File: config.mk
export PLATFORM = sky130hd
export DESIGN_NAME = frame_buffer_ctrl
export DESIGN_NICKNAME = d
export VERILOG_FILES = /design/src/fb_geometry_pkg.sv /design/src/fb_ctrl_pkg.sv /design/src/startup_delay_timer.sv /design/src/buffer_sequencer.sv /design/src/metadata_arbiter.sv /design/src/buffer_table.sv /design/src/burst_cmd_engine.sv /design/src/frame_buffer_ctrl.sv
export SDC_FILE = /design/constraint.sdc
export NUM_CORES = 1
export LEC_CHECK = 0
export BUFFER_PORTS_ARGS = -buffer_cell sky130_fd_sc_hd__buf_2
export CAP_MARGIN = 15
export CORE_ASPECT_RATIO = 1.1
export CORE_MARGIN = 5
export CORE_UTILIZATION = 57
export DETAILED_ROUTE_END_ITERATION = 8
export PLACE_DENSITY = 0.75
export REMOVE_ABC_BUFFERS = 1
export SETUP_SLACK_MARGIN = 0.05
export SYNTH_ARGS = -nofsm -noshare
export SYNTH_HDL_FRONTEND = slang
export SYNTH_HIERARCHICAL = 1
export SYNTH_SLANG_ARGS = --single-unit
File: constraint.sdc
create_clock -name clk -period 5.9 [get_ports clk]
set_clock_uncertainty 0.15 [all_clocks]
set_input_delay 1.18 -clock clk [delete_from_list [all_inputs] [get_ports clk]]
set_output_delay 1.18 -clock clk [all_outputs]
set_load 0.005 [all_outputs]
File: src/fb_geometry_pkg.sv
package fb_geometry_pkg;

    localparam int ADDR_WIDTH = 21;
    localparam int NUM_FRAMES = 3;

    typedef logic [ADDR_WIDTH-1:0] addr_t;
    typedef logic [1:0] buf_idx_t;

    // frames sit back to back, one burst of slack after each
    function automatic addr_t frame_base(
        buf_idx_t idx,
        int width,
        int height,
        int burst
    );
        int words;
        words = width * height + burst;
        return addr_t'(int'(idx) * words);
    endfunction

    // bursts per frame, last one may be partial
    function automatic int frame_bursts(
        int width,
        int height,
        int burst
    );
        return (width * height + burst - 1) / burst;
    endfunction

endpackage

File: src/fb_ctrl_pkg.sv
package fb_ctrl_pkg;

    typedef enum logic [2:0] {
        BUF_AVAILABLE  = 3'd0,
        BUF_WRITE_BUSY = 3'd1,
        BUF_READ_BUSY  = 3'd2,
        BUF_DISPLAYED  = 3'd3,
        BUF_UPDATED    = 3'd4
    } buf_state_e;

    typedef enum logic {
        ROLE_PRODUCER = 1'b0,
        ROLE_CONSUMER = 1'b1
    } role_e;

    typedef enum logic {
        EV_SELECT  = 1'b0,
        EV_RELEASE = 1'b1
    } ev_kind_e;

    // arbiter slots, lower index wins
    localparam int SLOT_PRODUCER = 0;
    localparam int SLOT_CONSUMER = 1;
    localparam int SLOT_WRITER   = 2;
    localparam int SLOT_READER   = 3;
    localparam int NUM_SLOTS     = 4;

    typedef struct packed {
        logic                      sel;
        logic                      rel;
        role_e                     role;
        fb_geometry_pkg::buf_idx_t idx;
    } table_op_t;

    typedef struct packed {
        logic                   en;
        logic                   wr;
        fb_geometry_pkg::addr_t addr;
    } mem_cmd_t;

    typedef struct packed {
        logic                      strobe;
        ev_kind_e                  kind;
        role_e                     role;
        fb_geometry_pkg::buf_idx_t idx;
    } frame_status_t;

endpackage

File: src/startup_delay_timer.sv
`timescale 1ns/1ps

module startup_delay_timer #(
    parameter int STARTUP_DELAY = 152
) (
    input  logic clk,
    input  logic rst_n,
    input  logic init_done_i,
    output logic delay_done_o
);

    localparam int CNT_W = $clog2(STARTUP_DELAY + 1);

    logic [CNT_W-1:0] count_q;

    // counts only while memory reports init, stops once done
    always_ff @(posedge clk or negedge rst_n) begin
        if (!rst_n) begin
            count_q <= '0;
            delay_done_o <= 1'b0;
        end else if (init_done_i && !delay_done_o) begin
            count_q <= count_q + 1'b1;
            // done rises together with the final count
            if (count_q == CNT_W'(STARTUP_DELAY - 1)) begin
                delay_done_o <= 1'b1;
            end
        end
    end

    a_done_held: assert property (
        @(posedge clk) disable iff (!rst_n)
        delay_done_o |=> delay_done_o
    ) else $error("startup done level dropped");

endmodule

File: src/buffer_sequencer.sv
`timescale 1ns/1ps

module buffer_sequencer #(
    parameter fb_ctrl_pkg::role_e ROLE = fb_ctrl_pkg::ROLE_PRODUCER,
    parameter int FRAME_WIDTH  = 640,
    parameter int FRAME_HEIGHT = 480,
    parameter int MEMORY_BURST = 32
) (
    input  logic                      clk,
    input  logic                      rst_n,
    input  logic                      delay_done_i,
    input  logic                      grant_i,
    input  fb_geometry_pkg::buf_idx_t sel_idx_i,
    input  logic                      frame_done_i,
    output logic                      req_o,
    output fb_ctrl_pkg::table_op_t    table_op_o,
    output logic                      frame_start_o,
    output fb_geometry_pkg::addr_t    base_addr_o
);

    import fb_geometry_pkg::*;

    typedef enum logic [2:0] {
        S_IDLE,
        S_WAIT_DELAY,
        S_LOCK,
        S_SELECT,
        S_START,
        S_TRANSFER,
        S_RELEASE_WAIT,
        S_RELEASE
    } state_e;

    state_e   state_q;
    state_e   state_d;
    buf_idx_t idx_q;

    always_comb begin
        state_d = state_q;
        case (state_q)
            S_IDLE: state_d = S_WAIT_DELAY;
            S_WAIT_DELAY: begin
                if (delay_done_i) begin
                    state_d = S_LOCK;
                end
            end
            S_LOCK: begin
                if (grant_i) begin
                    state_d = S_SELECT;
                end
            end
            S_SELECT: state_d = S_START;
            S_START: state_d = S_TRANSFER;
            S_TRANSFER: begin
                if (frame_done_i) begin
                    state_d = S_RELEASE_WAIT;
                end
            end
            S_RELEASE_WAIT: begin
                if (grant_i) begin
                    state_d = S_RELEASE;
                end
            end
            S_RELEASE: state_d = S_LOCK;
            default: state_d = S_IDLE;
        endcase
    end

    always_ff @(posedge clk or negedge rst_n) begin
        if (!rst_n) begin
            state_q <= S_IDLE;
            frame_start_o <= 1'b0;
        end else begin
            state_q <= state_d;
            frame_start_o <= (state_q == S_START);
        end
    end

    always_ff @(posedge clk) begin
        if (state_q == S_SELECT) begin
            idx_q <= sel_idx_i;
        end
    end

    // req drops in the strobe cycle, grant still held there
    assign req_o = (state_q == S_LOCK) || (state_q == S_RELEASE_WAIT);

    always_comb begin
        table_op_o.sel = (state_q == S_SELECT);
        table_op_o.rel = (state_q == S_RELEASE);
        table_op_o.role = ROLE;
        table_op_o.idx = idx_q;
    end

    assign base_addr_o = frame_base(idx_q, FRAME_WIDTH, FRAME_HEIGHT, MEMORY_BURST);

    a_op_granted: assert property (
        @(posedge clk) disable iff (!rst_n)
        (table_op_o.sel || table_op_o.rel) |-> grant_i
    ) else $error("table strobe without grant");

endmodule

File: src/metadata_arbiter.sv
`timescale 1ns/1ps

module metadata_arbiter (
    input  logic                              clk,
    input  logic                              rst_n,
    input  logic [fb_ctrl_pkg::NUM_SLOTS-1:0] req_i,
    output logic [fb_ctrl_pkg::NUM_SLOTS-1:0] grant_o
);

    import fb_ctrl_pkg::*;

    logic [NUM_SLOTS-1:0] winner;

    // lowest active slot
    always_comb begin
        winner = '0;
        for (int i = NUM_SLOTS - 1; i >= 0; i--) begin
            if (req_i[i]) begin
                winner = '0;
                winner[i] = 1'b1;
            end
        end
    end

    // a held grant only clears, so a free cycle always follows it
    always_ff @(posedge clk or negedge rst_n) begin
        if (!rst_n) begin
            grant_o <= '0;
        end else if (grant_o == '0) begin
            grant_o <= winner;
        end else if ((grant_o & req_i) == '0) begin
            grant_o <= '0;
        end
    end

    a_grant_onehot: assert property (
        @(posedge clk) disable iff (!rst_n)
        $onehot0(grant_o)
    ) else $error("more than one grant active");

endmodule

File: src/buffer_table.sv
`timescale 1ns/1ps

module buffer_table (
    input  logic                       clk,
    input  logic                       rst_n,
    input  fb_ctrl_pkg::table_op_t     prod_op_i,
    input  fb_ctrl_pkg::table_op_t     cons_op_i,
    output fb_geometry_pkg::buf_idx_t  prod_sel_o,
    output fb_geometry_pkg::buf_idx_t  cons_sel_o,
    output fb_ctrl_pkg::frame_status_t frame_status_o
);

    import fb_geometry_pkg::*;
    import fb_ctrl_pkg::*;

    buf_state_e            state_q [NUM_FRAMES];
    logic [NUM_FRAMES-1:0] is_avail;
    logic [NUM_FRAMES-1:0] is_disp;
    logic [NUM_FRAMES-1:0] is_upd;
    table_op_t             op;
    logic                  op_strobe;
    buf_idx_t              op_idx;
    buf_state_e            op_state;

    // highest index of the first non-empty class
    function automatic buf_idx_t pick_highest(
        logic [NUM_FRAMES-1:0] first,
        logic [NUM_FRAMES-1:0] second,
        logic [NUM_FRAMES-1:0] third
    );
        logic [NUM_FRAMES-1:0] mask;
        buf_idx_t idx;
        if (first != '0) begin
            mask = first;
        end else if (second != '0) begin
            mask = second;
        end else begin
            mask = third;
        end
        idx = '0;
        for (int i = 0; i < NUM_FRAMES; i++) begin
            if (mask[i]) begin
                idx = buf_idx_t'(i);
            end
        end
        return idx;
    endfunction

    always_comb begin
        for (int i = 0; i < NUM_FRAMES; i++) begin
            is_avail[i] = (state_q[i] == BUF_AVAILABLE);
            is_disp[i] = (state_q[i] == BUF_DISPLAYED);
            is_upd[i] = (state_q[i] == BUF_UPDATED);
        end
    end

    // busy buffers fall in no class and are never picked
    assign prod_sel_o = pick_highest(is_disp, is_avail, is_upd);
    assign cons_sel_o = pick_highest(is_upd, is_avail, is_disp);

    // the arbiter lets only one side strobe at a time
    always_comb begin
        op = (prod_op_i.sel || prod_op_i.rel) ? prod_op_i : cons_op_i;
        op_strobe = op.sel || op.rel;
        if (op.sel) begin
            op_idx = (op.role == ROLE_PRODUCER) ? prod_sel_o : cons_sel_o;
            op_state = (op.role == ROLE_PRODUCER) ? BUF_WRITE_BUSY : BUF_READ_BUSY;
        end else begin
            op_idx = op.idx;
            op_state = (op.role == ROLE_PRODUCER) ? BUF_UPDATED : BUF_DISPLAYED;
        end
    end

    always_ff @(posedge clk or negedge rst_n) begin
        if (!rst_n) begin
            for (int i = 0; i < NUM_FRAMES; i++) begin
                state_q[i] <= BUF_AVAILABLE;
            end
            frame_status_o <= '0;
        end else begin
            if (op_strobe) begin
                state_q[op_idx] <= op_state;
            end
            frame_status_o.strobe <= op_strobe;
            frame_status_o.kind <= op.rel ? EV_RELEASE : EV_SELECT;
            frame_status_o.role <= op.role;
            frame_status_o.idx <= op_idx;
        end
    end

    a_single_op: assert property (
        @(posedge clk) disable iff (!rst_n)
        !((prod_op_i.sel || prod_op_i.rel) && (cons_op_i.sel || cons_op_i.rel))
    ) else $error("producer and consumer table ops collide");

endmodule

File: src/burst_cmd_engine.sv
`timescale 1ns/1ps

module burst_cmd_engine #(
    parameter bit WRITE        = 1'b0,
    parameter int FRAME_WIDTH  = 640,
    parameter int FRAME_HEIGHT = 480,
    parameter int MEMORY_BURST = 32
) (
    input  logic                   clk,
    input  logic                   rst_n,
    input  logic                   frame_start_i,
    input  fb_geometry_pkg::addr_t base_addr_i,
    input  logic                   grant_i,
    output logic                   req_o,
    output fb_ctrl_pkg::mem_cmd_t  cmd_o,
    output logic                   frame_done_o
);

    import fb_geometry_pkg::*;

    localparam int BURSTS = frame_bursts(FRAME_WIDTH, FRAME_HEIGHT, MEMORY_BURST);
    localparam int CNT_W  = $clog2(BURSTS + 1);

    logic             active_q;
    logic [CNT_W-1:0] burst_cnt_q;
    addr_t            addr_q;
    logic             fire;

    // first granted cycle of a burst
    assign fire = req_o && grant_i;

    always_comb begin
        cmd_o.en = fire;
        cmd_o.wr = fire && WRITE;
        cmd_o.addr = fire ? addr_q : '0;
    end

    always_ff @(posedge clk or negedge rst_n) begin
        if (!rst_n) begin
            active_q <= 1'b0;
            req_o <= 1'b0;
            burst_cnt_q <= '0;
            frame_done_o <= 1'b0;
        end else begin
            frame_done_o <= 1'b0;
            if (frame_start_i) begin
                active_q <= 1'b1;
                req_o <= 1'b1;
                burst_cnt_q <= '0;
            end else if (active_q) begin
                if (fire) begin
                    req_o <= 1'b0;
                    burst_cnt_q <= burst_cnt_q + 1'b1;
                    if (burst_cnt_q == CNT_W'(BURSTS - 1)) begin
                        active_q <= 1'b0;
                        frame_done_o <= 1'b1;
                    end
                end else if (!req_o) begin
                    // port stays free for the cycle after each burst
                    req_o <= 1'b1;
                end
            end
        end
    end

    always_ff @(posedge clk) begin
        if (frame_start_i) begin
            addr_q <= base_addr_i;
        end else if (fire) begin
            addr_q <= addr_q + addr_t'(MEMORY_BURST);
        end
    end

    a_start_idle: assert property (
        @(posedge clk) disable iff (!rst_n)
        frame_start_i |-> !active_q
    ) else $error("frame start while a frame is active");

endmodule

File: src/frame_buffer_ctrl.sv
`timescale 1ns/1ps

module frame_buffer_ctrl #(
    parameter int FRAME_WIDTH   = 640,
    parameter int FRAME_HEIGHT  = 480,
    parameter int MEMORY_BURST  = 32,
    parameter int STARTUP_DELAY = 152
) (
    input  logic                       clk,
    input  logic                       rst_n,
    input  logic                       init_done_i,
    output logic                       cmd_en_o,
    output logic                       cmd_o,
    output fb_geometry_pkg::addr_t     addr_o,
    output fb_ctrl_pkg::frame_status_t frame_status_o
);

    import fb_geometry_pkg::*;
    import fb_ctrl_pkg::*;

    logic                 delay_done;
    logic [NUM_SLOTS-1:0] arb_req;
    logic [NUM_SLOTS-1:0] arb_grant;
    logic                 prod_req;
    logic                 cons_req;
    logic                 wr_req;
    logic                 rd_req;
    table_op_t            prod_op;
    table_op_t            cons_op;
    buf_idx_t             prod_sel;
    buf_idx_t             cons_sel;
    logic                 prod_start;
    logic                 cons_start;
    addr_t                prod_base;
    addr_t                cons_base;
    logic                 wr_done;
    logic                 rd_done;
    mem_cmd_t             wr_cmd;
    mem_cmd_t             rd_cmd;
    mem_cmd_t             port_cmd;

    if (MEMORY_BURST != 16 && MEMORY_BURST != 32 &&
        MEMORY_BURST != 64 && MEMORY_BURST != 128) begin : g_bad_burst
        $error("unsupported MEMORY_BURST %0d", MEMORY_BURST);
    end

    startup_delay_timer #(
        .STARTUP_DELAY(STARTUP_DELAY)
    ) u_delay (
        .clk(clk),
        .rst_n(rst_n),
        .init_done_i(init_done_i),
        .delay_done_o(delay_done)
    );

    buffer_sequencer #(
        .ROLE(ROLE_PRODUCER),
        .FRAME_WIDTH(FRAME_WIDTH),
        .FRAME_HEIGHT(FRAME_HEIGHT),
        .MEMORY_BURST(MEMORY_BURST)
    ) u_prod_seq (
        .clk(clk),
        .rst_n(rst_n),
        .delay_done_i(delay_done),
        .grant_i(arb_grant[SLOT_PRODUCER]),
        .sel_idx_i(prod_sel),
        .frame_done_i(wr_done),
        .req_o(prod_req),
        .table_op_o(prod_op),
        .frame_start_o(prod_start),
        .base_addr_o(prod_base)
    );

    buffer_sequencer #(
        .ROLE(ROLE_CONSUMER),
        .FRAME_WIDTH(FRAME_WIDTH),
        .FRAME_HEIGHT(FRAME_HEIGHT),
        .MEMORY_BURST(MEMORY_BURST)
    ) u_cons_seq (
        .clk(clk),
        .rst_n(rst_n),
        .delay_done_i(delay_done),
        .grant_i(arb_grant[SLOT_CONSUMER]),
        .sel_idx_i(cons_sel),
        .frame_done_i(rd_done),
        .req_o(cons_req),
        .table_op_o(cons_op),
        .frame_start_o(cons_start),
        .base_addr_o(cons_base)
    );

    always_comb begin
        arb_req = '0;
        arb_req[SLOT_PRODUCER] = prod_req;
        arb_req[SLOT_CONSUMER] = cons_req;
        arb_req[SLOT_WRITER] = wr_req;
        arb_req[SLOT_READER] = rd_req;
    end

    metadata_arbiter u_arb (
        .clk(clk),
        .rst_n(rst_n),
        .req_i(arb_req),
        .grant_o(arb_grant)
    );

    buffer_table u_table (
        .clk(clk),
        .rst_n(rst_n),
        .prod_op_i(prod_op),
        .cons_op_i(cons_op),
        .prod_sel_o(prod_sel),
        .cons_sel_o(cons_sel),
        .frame_status_o(frame_status_o)
    );

    burst_cmd_engine #(
        .WRITE(1'b1),
        .FRAME_WIDTH(FRAME_WIDTH),
        .FRAME_HEIGHT(FRAME_HEIGHT),
        .MEMORY_BURST(MEMORY_BURST)
    ) u_writer (
        .clk(clk),
        .rst_n(rst_n),
        .frame_start_i(prod_start),
        .base_addr_i(prod_base),
        .grant_i(arb_grant[SLOT_WRITER]),
        .req_o(wr_req),
        .cmd_o(wr_cmd),
        .frame_done_o(wr_done)
    );

    burst_cmd_engine #(
        .WRITE(1'b0),
        .FRAME_WIDTH(FRAME_WIDTH),
        .FRAME_HEIGHT(FRAME_HEIGHT),
        .MEMORY_BURST(MEMORY_BURST)
    ) u_reader (
        .clk(clk),
        .rst_n(rst_n),
        .frame_start_i(cons_start),
        .base_addr_i(cons_base),
        .grant_i(arb_grant[SLOT_READER]),
        .req_o(rd_req),
        .cmd_o(rd_cmd),
        .frame_done_o(rd_done)
    );

    // idle engines drive all zeros, so a plain OR merges them
    assign port_cmd = wr_cmd | rd_cmd;
    assign cmd_en_o = port_cmd.en;
    assign cmd_o = port_cmd.wr;
    assign addr_o = port_cmd.addr;

    a_port_exclusive: assert property (
        @(posedge clk) disable iff (!rst_n)
        !(wr_cmd.en && rd_cmd.en)
    ) else $error("writer and reader commands collide");

endmodule

# ---- Yosys cells after proc, flatten, opt, wreduce, memory -nomap -nowiden
# Cells that the tools add are included.
dict set report totals {
  out_inout_bits 28
  regBits 115
  input_bits 3
}
dict set report classes {
  bitwise 3
  mux 67
  reduce_logical 29
  n_eq_ne 31
  mul 2
  n_addsub 5
  magnitude_cmp 2
}
# op count
set op_table {}
lappend op_table {{$mux 21} 6}
lappend op_table {{$mux 14} 6}
lappend op_table {{$pmux 3 s8} 2}
lappend op_table {{$add 21x6->21 const B} 2}
lappend op_table {{$mux 3} 14}
lappend op_table {{$eq 3x3->1 const B} 11}
lappend op_table {{$mul 2x14->16 const B} 2}
lappend op_table {{$add 14x1->14 const B} 2}
lappend op_table {{$eq 14x14->1 const B} 2}
lappend op_table {{$mux 1} 25}
lappend op_table {{$mux 4} 6}
lappend op_table {{$or 23x23->23} 1}
lappend op_table {{$eq 3x2->1 const B} 7}
lappend op_table {{$logic_not 3->1} 5}
lappend op_table {{$ne 2x1->1 const B} 6}
lappend op_table {{$mux 2} 5}
lappend op_table {{$reduce_bool 2->1} 5}
lappend op_table {{$bwmux 9} 1}
lappend op_table {{$reduce_bool 3->1} 3}
lappend op_table {{$add 8x1->8 const B} 1}
lappend op_table {{$eq 8x8->1 const B} 1}
lappend op_table {{$logic_not 4->1} 2}
lappend op_table {{$reduce_and 4->1} 2}
lappend op_table {{$demux 3 s2} 1}
lappend op_table {{11 further kinds} 21}

# ---- Logic depth before layout (Yosys ltp)
# Gate-level depths: netlist of the first run.
dict set report depth {
  ltp_word 14
  ltp_mapped 9
}

# ---- Cells and area by module
# The synthesis of the first run kept the hierarchy.
# mod instances area_each_um2 cells_each
set modules_own_cells {}
lappend modules_own_cells {{burst_cmd_engine at u_reader} 1 2137.0 217}
lappend modules_own_cells {{burst_cmd_engine at u_writer} 1 2133.3 216}
lappend modules_own_cells {buffer_table 1 894.6 83}
lappend modules_own_cells {{buffer_sequencer at u_cons_seq} 1 440.4 47}
lappend modules_own_cells {{buffer_sequencer at u_prod_seq} 1 436.7 46}
lappend modules_own_cells {startup_delay_timer 1 395.4 30}
lappend modules_own_cells {metadata_arbiter 1 195.2 18}
lappend modules_own_cells {frame_buffer_ctrl 1 143.9 23}

# ---- Least setup slack after synthesis of the first run
# No wires, ideal clock.
dict set report synth_path {
  path_type {reg-to-reg}
  from {register u_prod_seq.state_q[1]}
  to {register u_table/state_q[3] in the netlist's numbering}
  period_less_slack_ns 2.607
  required_time_ns 5.622
  stages_incl_launch_ff 9
  slack_ns 3.293
  arrival_time_ns 2.329
  path_cell_list {dfrtp_1 > nand2_1 > nor2_1 > nor2_1 > mux2i_1 > o21ai_1 > o31a_4 > nor3_4 > mux2_1}
}
# item line_no
set synth_lines {}
lappend synth_lines {{start: declaration} buffer_sequencer.sv:34} ;# state_e state_q;
lappend synth_lines {{start signal: assignment} buffer_sequencer.sv:74} ;# state_q <= state_d;
lappend synth_lines {{end signal: indexed assignment} buffer_table.sv:82} ;# state_q[op_idx] <= op_state;
lappend synth_lines {{end: declaration} buffer_table.sv:16} ;# buf_state_e state_q [NUM_FRAMES];

==> metrics.md, run 1 <==
| Metric | Value |
|---|---|
| HP Class | `reg -> reg` |
| Fin util | `64.1%` |
| First-pass GRT wire length | `22200 um` |
| Initial antenna violation count | `0` |
| Initial drt markers | `roughly 280` |
| Number of global-route vias before repair | `4686` |
| Via/cell ratio | `5.60` |
| Most frequent cells in the layout | `dfrtp_1 (69), nand2_1 (58), and3_1 (50)` |
| Syn-to-layout area delta | `9.18%` |
| Htree depth | `4` |
| Worst-path clk slew | `0.05 ns` |
| Async SR Flop Fraction | `60.0%` |
| Period Utilization, post-route | `between 50% and 60%` |
| CP Depth | `3` |
| Ys flop type | `dfrtp_1` |
| Detailed-router iteration count before antenna repair | `4` |
| GR Overflow Total | `0` |
| Required time of the critical path | `4.57 ns` |
| CP Cell Sequence | `and2_1 > or2_1 > buf_2` |
| DRC viols | `0` |
| Row cnt | `41` |
| Clk_lat worst skew | `approximately 0.41 ns` |
| Max incr delay on CP | `0.88 ns` |
| Register area share after synthesis | `45.9%` |
| Final min period | `about 3.2 ns` |
| Max_cap viols | `0` |
| Final worst slack | `2.67 ns` |
| Critical path launch point type | `flip-flop` |
| Final hold viol count | `0` |
| Io pins | `31` |
| Slew headroom | `44.6%` |
| Synth unique cells | `69` |
| Port bufs | `30` |
| Leak | `approximately 3.3 nW` |
| Setup_tns | `0 ns` |
| Placed instance area | `around 6800 sq um` |
| Slew Limit Fails | `0` |
| #FFs+latches synth | `115` |
| Status | `finished clean` |
| CTS Buf Count | `17` |
| Leading post-synthesis cells by cell area | `dfrtp_1 (25%), edfxtp_1 (20%), xnor2_1 (5.7%), and3_1 (4.6%), buf_4 (4.4%)` |
| CP Max Fanout | `29` |
| Number of synthesized flops with an enable pin | `46` |
| Gr usage total | `19.0%` |
| Hold depth | `1` |
| Die Span X | `roughly 110 um` |
| Post-CTS setup buffers | `0` |
| CTS tree | `done` |
| Core footprint | `11500 sq um` |
| Fmax | `310 MHz` |
| Post-CTS sizing | `0` |
| # diodes | `0` |
| Most common cell after layout, fill and taps aside | `dfrtp_1` |
| CTS root buffer | `clkbuf_16` |
| Setup crit end kind | `output port` |
| Worst-Margin Slew | `0.831 ns` |
| Hold-fix buffers, CTS | `0` |
| WL/cell | `15.3 um` |
| Fraction of layout cells with a size suffix above 1 | `between 10% and 20%` |
| R2R cell count | `8` |
| Mean area per synthesized cell | `9.97 sq um` |
| Worst path arrival time | `1.90 ns` |
| # nets final | `between 700 and 800` |
| Yosys top cell by area | `dfrtp_1` |
| Post-synth top area share | `25.5%` |
| Via Count | `4774` |
| Die Ht | `between 100 and 150 um` |
| Yosys warns | `6` |
| Maximum VDD drop | `~0.26 mV` |
| Largest net degree at the start of global routing | `61` |
| Gate Count Post-Synth | `680` |
| Setup CP Type | `reg -> out` |
| Routed Antenna Nets | `0` |
| Starting Density | `58.7%` |
| Fillcell total | `902` |
| Buf/Inv on CP | `1` |
| Clk sinks | `about 120` |
| DP Wirelength | `8800 um` |
| RSZ-0062 raised after global routing | `false` |
| R2r setup slk | `just under 3 ns` |
| # setup viols final | `0` |
| Pwr Density | `about 300 nW/um^2` |
| Placement Setup Slack | `2.99 ns` |
| Final Wtd Congestion | `0.854` |
| Clock buffer depth | `2` |
| Slowest CP cell | `dfrtp_1` |
| Final instance area | `approximately 7400 sq um` |
| Largest delay share family, worst path | `flip-flops` |
| Post-Syn Area | `roughly 6800 sq um` |
| Die footprint | `14200 sq um` |
| Total Wirelength | `13000 um` |
-- worst paths after layout --
path                                             from                        to
min in group asynchronous                       rst_n   u_writer/burst_cnt_q[8]
worst max register to register  u_prod_seq/state_q[1]        u_table/state_q[5]
max in group asynchronous                       rst_n  u_reader/burst_cnt_q[13]
worst min register to register     u_delay/count_q[7]        u_delay/count_q[7]
worst max-delay path                   u_reader/req_o                  cmd_en_o
worst min-delay path               u_delay/count_q[7]        u_delay/count_q[7]
-- through the flow --
stage                     hold WS, ns  std cells  total power [mW]
after floorplan                 0.296        637              1.12
after global placement          0.313        820              1.18
after detailed placement        0.325        820              1.19
after CTS                       0.336        852              2.25
after global routing            0.379        852              2.33
final                           0.337        852              2.23
-- synthesized netlist by cell type (18+ instances only) --
master	count
nor2_1	45
inv_1	18
nand2_1	58
clkbuf_1	20
dfrtp_1	69
or2_1	25
buf_4	40
nand3_1	18
xnor2_1	44
edfxtp_1	46
o21ai_0	37
and3_1	50
-- report_power, final --
part           internal (mW)  switching, mW
sequential             0.892         0.0768
clock                  0.684          0.363
combinational          0.102          0.111
-- logic make-up (layout without fill, tap and decap cells) --
kind of cell,count (synthesis),count (layout),share of synthesized area (%)
AO/OA/AOI/OAI,78,78,7.87
XOR/XNOR,55,55,7.11
adder cells (fa/ha/maj),12,12,2.22
buffers and inverters,85,86,7.48
flip-flops,115,115,45.9
multiplexers,17,17,2.77
other,4,25,0.222
AND/OR/NAND/NOR,314,314,26.5
-- metal layers --
layer | track usage [%] | vias to the layer above | wire length [um]
li1 | - | 2375 | -
met1 | 24.8 | 2291 | 5960
met2 | 30.4 | 85 | 6320
met3 | 3.79 | 23 | 470
met4 | 8.60 | 0 | 240
met5 | 0 | - | 0
-- registers in the layout (all words and copies together) (netlist names), 4 cells and up --
| register | count |
|---|---|
| u_arb/grant_o | 4 |
| u_delay/count_q | 8 |
| u_reader/addr_q | 21 |
| u_reader/burst_cnt_q | 14 |
| u_table/frame_status_o | 5 |
| u_table/state_q | 9 |
| u_writer/addr_q | 21 |
| u_writer/burst_cnt_q | 14 |
-- area by class of cell --
class                      count  area (sq um)  area share (%)
sequential                   115          3110            42.0
timing repair buffer          33           173            2.33
clock buffer                  19           453            6.12
clock inverter                13           158            2.13
inverter                      21          78.8            1.07
tap                          150           188            2.54
multi-input combinational    501          3240            43.8
-- worst reg2reg max path, cell delays in order, from the launching register on --
cell and delay [ns]:
dfrtp_1 0.46, nand2_1 0.14, nor2_1 0.53, nor2_1 0.14, mux2i_1 0.27, o21ai_1 0.21
o31a_4 0.37, nor3_4 0.23, mux2_1 0.34
No activity file was read; power rests on OpenSTA's default activity.
==> run 2, diff against run 1 <==
clock period = 3.37 ns   (was 5.9 ns; I/O delays follow)
==> metrics.md, run 2 (synthesized netlist as in run 1, its figures left out) <==
| Metric | Value |
|---|---|
| Status | `finished clean` |
| Die Ht | `124 um` |
| Die Span X | `114 um` |
| Post-CTS setup buffers | `0` |
| Maximum VDD drop | `between 0.3 and 0.4 mV` |
| Fraction of layout cells with a size suffix above 1 | `a little over an eighth` |
| Initial drt markers | `346` |
| # diodes | `0` |
| Slowest CP cell | `nor2_1` |
| Sequential cell area | `3110 sq um` |
| Starting Density | `58.7%` |
| First-pass GRT wire length | `22600 um` |
| DP Wirelength | `8780 um` |
| Crit path launch | `u_prod_seq/state_q[1]` |
| Buf/Inv on CP | `0` |
| Die footprint | `14200 sq um` |
| Period Utilization, post-route | `87.5%` |
| Final min period | `2.95 ns` |
| Worst r2r src | `u_prod_seq/state_q[1]` |
| RSZ-0062 raised after global routing | `false` |
| Total power | `around 3.8 mW` |
| GR Overflow Total | `0` |
| Final hold viol count | `0` |
| Core footprint | `11500 sq um` |
| DRC viols | `0` |
| Largest net degree at the start of global routing | `70` |
| Initial antenna violation count | `0` |
| Clk_lat worst skew | `0.41 ns` |
| Largest regs | `u_reader/addr_q: 21 flops, u_writer/addr_q: 21 flops` |
| CTS Buf Count | `17` |
| Critical path launch point type | `flip-flop` |
| CP Cell Sequence | `nand2_1 > nor2_1 > nor2_1 > mux2i_1 > o21ai_1 > o31a_4 > nor3_4 > mux2_1` |
| Setup CP Type | `reg -> reg` |
| Via/cell ratio | `5.69` |
| Setup_tns | `0 ns` |
| Multi-input logic area | `3240 sq um` |
| Number of global-route vias before repair | `4800` |
| Max incr delay on CP | `0.52 ns` |
| HP Class | `in -> async` |
| CTS root buffer | `clkbuf_16` |
| Pwr Density | `518 nW/um^2` |
| Worst path arrival time | `3.08 ns` |
| Via Count | `4848` |
| Detailed-router iteration count before antenna repair | `4` |
| Clk sinks | `115` |
| CP Max Fanout | `10` |
| Worst-Margin Slew | `0.875 ns` |
| Gr usage total | `19.4%` |
| Port bufs | `30` |
| Max_cap viols | `0` |
| WL/cell | `15.5 um` |
| Required time of the critical path | `around 3.5 ns` |
| Post-CTS sizing | `0` |
| Clock buffer depth | `2` |
| Routed Antenna Nets | `0` |
| Htree depth | `4` |
| CTS tree | `done` |
| Most common cell after layout, fill and taps aside | `dfrtp_1` |
| Most used cell, CP | `nor2_1` |
| # setup viols final | `0` |
| Slew Limit Fails | `0` |
| Setup crit end kind | `flip-flop` |
| Most frequent cells in the layout | `dfrtp_1 (69), nand2_1 (58), and3_1 (50)` |
| Total Wirelength | `approximately 13000 um` |
| Syn-to-layout area delta | `8.77%` |
| Row cnt | `41` |
| Hold-fix buffers, CTS | `0` |
| Leak | `approximately 3.2 nW` |
| Largest delay share family, worst path | `simple AND/OR/NAND/NOR gates` |
| Io pins | `31` |
| Fin util | `63.9%` |
| Final Wtd Congestion | `0.881` |
| Worst-path clk slew | `0.06 ns` |
| Fmax | `~340 MHz` |
| Fillcell total | `933` |
| # nets final | `704` |
| Slew headroom | `41.6%` |
-- run 2: changes by cell type in the layout (fill, tap and decap cells not counted), sizes merged --
cell      delta
clkbuf       -2
clkinv       -1
clkinvlp     +2
inv          +2
bufinv       -1
-- run 2: worst reg2reg max path, stage by stage, from the launching register on --
cell and delay [ns]:
dfrtp_1 0.44, nand2_1 0.14, nor2_1 0.52, nor2_1 0.15, mux2i_1 0.29, o21ai_1 0.22
o31a_4 0.37, nor3_4 0.22, mux2_1 0.34
-- run 2: final timing paths --
path	end	slack (ns)	cells after the start
worst min register to register	u_delay/count_q[6]	0.35	1
worst min-delay path	u_table/state_q[7]	0.31	2
max in group asynchronous	u_table/frame_status_o[3]	2.17	2
min in group clk	u_delay/count_q[6]	0.35	1
worst max register to register	u_table/state_q[5]	0.42	8
worst max-delay path	u_table/state_q[5]	0.42	8
-- run 2: final cells by class --
cell class,instances,share of cell area [%]
multi-input cells,501,44.0
clock inverters,15,2.14
well taps,150,2.55
flip-flops and latches,115,42.2
clock buffers,17,5.77
inverters,21,1.07
repair buffers,33,2.34
-- run 2: per-stage QoR --
| stage | std cells | area, sq um | setup WS (ns) | hold WS (ns) |
|---|---|---|---|---|
| 6_report | 852 | 7370 | 0.423 | 0.306 |
| 3_5_place_dp | 820 | 6790 | 0.441 | 0.344 |
| 5_1_grt | 852 | 7370 | 0.207 | 0.386 |
| 2_1_floorplan | 637 | 6430 | 0.763 | 0.228 |
| 4_1_cts | 852 | 7370 | 0.426 | 0.345 |
| 3_3_place_gp | 820 | 6790 | 0.602 | 0.318 |
-- run 2: per-layer routing --
metal  global-route usage [%]  vias to the layer above  wire, um
li1                         -                     2379         -
met1                     24.4                     2346      5780
met2                     32.5                      107      6740
met3                     4.37                       16       533
met4                     7.34                        0       171
met5                        0                        -         0
-- run 2: where the power goes --
part           internal (mW)  switching, mW  total, mW
Sequential              1.56          0.135       1.70
Combinational          0.179          0.202      0.381
Clock                   1.09          0.648       1.74
==> run 3, diff against run 2 <==
BUFFER_PORTS_ARGS = default   (was -buffer_cell sky130_fd_sc_hd__buf_2)
DONT_BUFFER_PORTS = 1   (was default)
PLACE_DENSITY = 0.72   (was 0.75)
SLEW_MARGIN = 20   (was default)
==> metrics.md, run 3 (synthesized netlist as in run 1, its figures left out) <==
| Metric | Value |
|---|---|
| Maximum VDD drop | `0.388 mV` |
| Final min period | `2.93 ns` |
| Wl on met1 | `5780 um` |
| Worst-Margin Slew | `0.849 ns` |
| Final hold viol count | `0` |
| Metal2 WL | `slightly above 6000 um` |
| Detailed-router iteration count before antenna repair | `5` |
| Leak | `3.11 nW` |
| Most frequent cells in the layout | `dfrtp_1 (69), nand2_1 (58), and3_1 (50)` |
| Io pins | `31` |
| DRC viols | `0` |
| Worst path arrival time | `3.06 ns` |
| Most common cell after layout, fill and taps aside | `dfrtp_1` |
| Fmax | `341 MHz` |
| R2r setup slk | `0.44 ns` |
| Core footprint | `11500 sq um` |
| HP Class | `in -> async` |
| Post-CTS setup buffers | `0` |
| Via/cell ratio | `around 5.6` |
| Initial drt markers | `approximately 280` |
| RSZ-0062 raised after global routing | `false` |
| Via Count | `4642` |
| Setup crit end kind | `flip-flop` |
| Total Wirelength | `about 13000 um` |
| CTS root buffer | `clkbuf_16` |
| Fraction of layout cells with a size suffix above 1 | `under 10%` |
| Met3 WL | `556 um` |
| Slew headroom | `a little over two fifths` |
| Clock buffer depth | `2` |
| Number of global-route vias before repair | `between 4000 and 5000` |
| Starting Density | `58.7%` |
| Gr usage total | `between 10% and 20%` |
| Largest net degree at the start of global routing | `70` |
| Clk sinks | `115` |
| Final hold slack | `0.0110 ns` |
| Largest regs | `u_reader/addr_q: 21 flops, u_writer/addr_q: 21 flops` |
| Max_cap viols | `0` |
| Setup_tns | `0 ns` |
| Port bufs | `0` |
| WL/cell | `15.5 um` |
| Required time of the critical path | `3.50 ns` |
| CTS tree | `done` |
| Clk_lat worst skew | `0.40 ns` |
| Row cnt | `41` |
| # diodes | `0` |
| Die footprint | `approximately 14000 sq um` |
| Setup CP Type | `reg -> reg` |
| Slew Limit Fails | `0` |
| Status | `finished clean` |
| Period Utilization, post-route | `roughly 87%` |
| Syn-to-layout area delta | `7.39%` |
| Htree depth | `4` |
| Pwr Density | `532 nW/um^2` |
| # nets final | `675` |
| GR Overflow Total | `0` |
| Final Wtd Congestion | `0.858` |
| Die Ht | `124 um` |
| Post-CTS sizing | `0` |
| # setup viols final | `0` |
| Critical path launch point type | `flip-flop` |
| First-pass GRT wire length | `around 22000 um` |
| Routed Antenna Nets | `0` |
| Worst-path clk slew | `0.05 ns` |
| CP Max Fanout | `10` |
| Highest metal used | `met4` |
| CTS Buf Count | `17` |
| Initial antenna violation count | `0` |
| DP Wirelength | `8650 um` |
| Die Span X | `114 um` |
-- run 3: per-layer routing --
metal / vias up / track usage (%)
li1: 2315 / -
met1: 2211 / 24.7
met2: 94 / 30.5
met3: 22 / 4.47
met4: 0 / 7.13
met5: - / 0
-- run 3: layout make-up --
cell class | count | area, sq um
inverter | 21 | 78.8
clock buffer | 19 | 453
clock inverter | 13 | 159
timing repair buffer | 4 | 50.0
fill | 936 | 4270
multi-input combinational | 501 | 3240
tap | 150 | 188
sequential | 115 | 3110
-- run 3: worst max-delay path: stages (launching register included) --
cell and delay [ns]:
dfrtp_1 0.45, nand2_1 0.15, nor2_1 0.53, nor2_1 0.13
mux2i_1 0.26, o21ai_1 0.21, o31a_4 0.37, nor3_4 0.22
mux2_1 0.34
-- run 3: power breakdown --
part	leakage, nW	switching, mW	internal, mW	total [mW]
Clock	0.296	0.620	1.20	1.82
Combinational	1.54	0.185	0.169	0.355
Sequential	1.27	0.139	1.56	1.70
-- run 3: final timing paths --
kind	start	endpoint	cells past startpoint
min in group clk	u_delay/count_q[7]	u_delay/count_q[7]	1
max	u_prod_seq/state_q[1]	u_table/state_q[4]	8
max in group asynchronous	rst_n	u_reader/burst_cnt_q[12]	1
max reg2reg	u_prod_seq/state_q[1]	u_table/state_q[4]	8
min	rst_n	u_writer/burst_cnt_q[10]	1
min reg2reg	u_delay/count_q[7]	u_delay/count_q[7]	1
-- run 3: through the flow --
step	util, %	cell area, sq um	setup slack, ns	cells	power (mW)
after global placement	57.5	6640	0.592	790	2.04
after floorplan	-	6430	0.763	637	1.96
final	63.0	7280	0.437	823	3.87
after CTS	63.0	7280	0.453	823	3.91
after detailed placement	57.5	6640	0.463	790	2.06
after global routing	63.0	7280	0.185	823	4.05
-- run 3: repair_timing --
action	CTS	global route
endpoints found under the hold margin	69	0
hold buffers	1	0
endpoints found under the setup margin	0	0
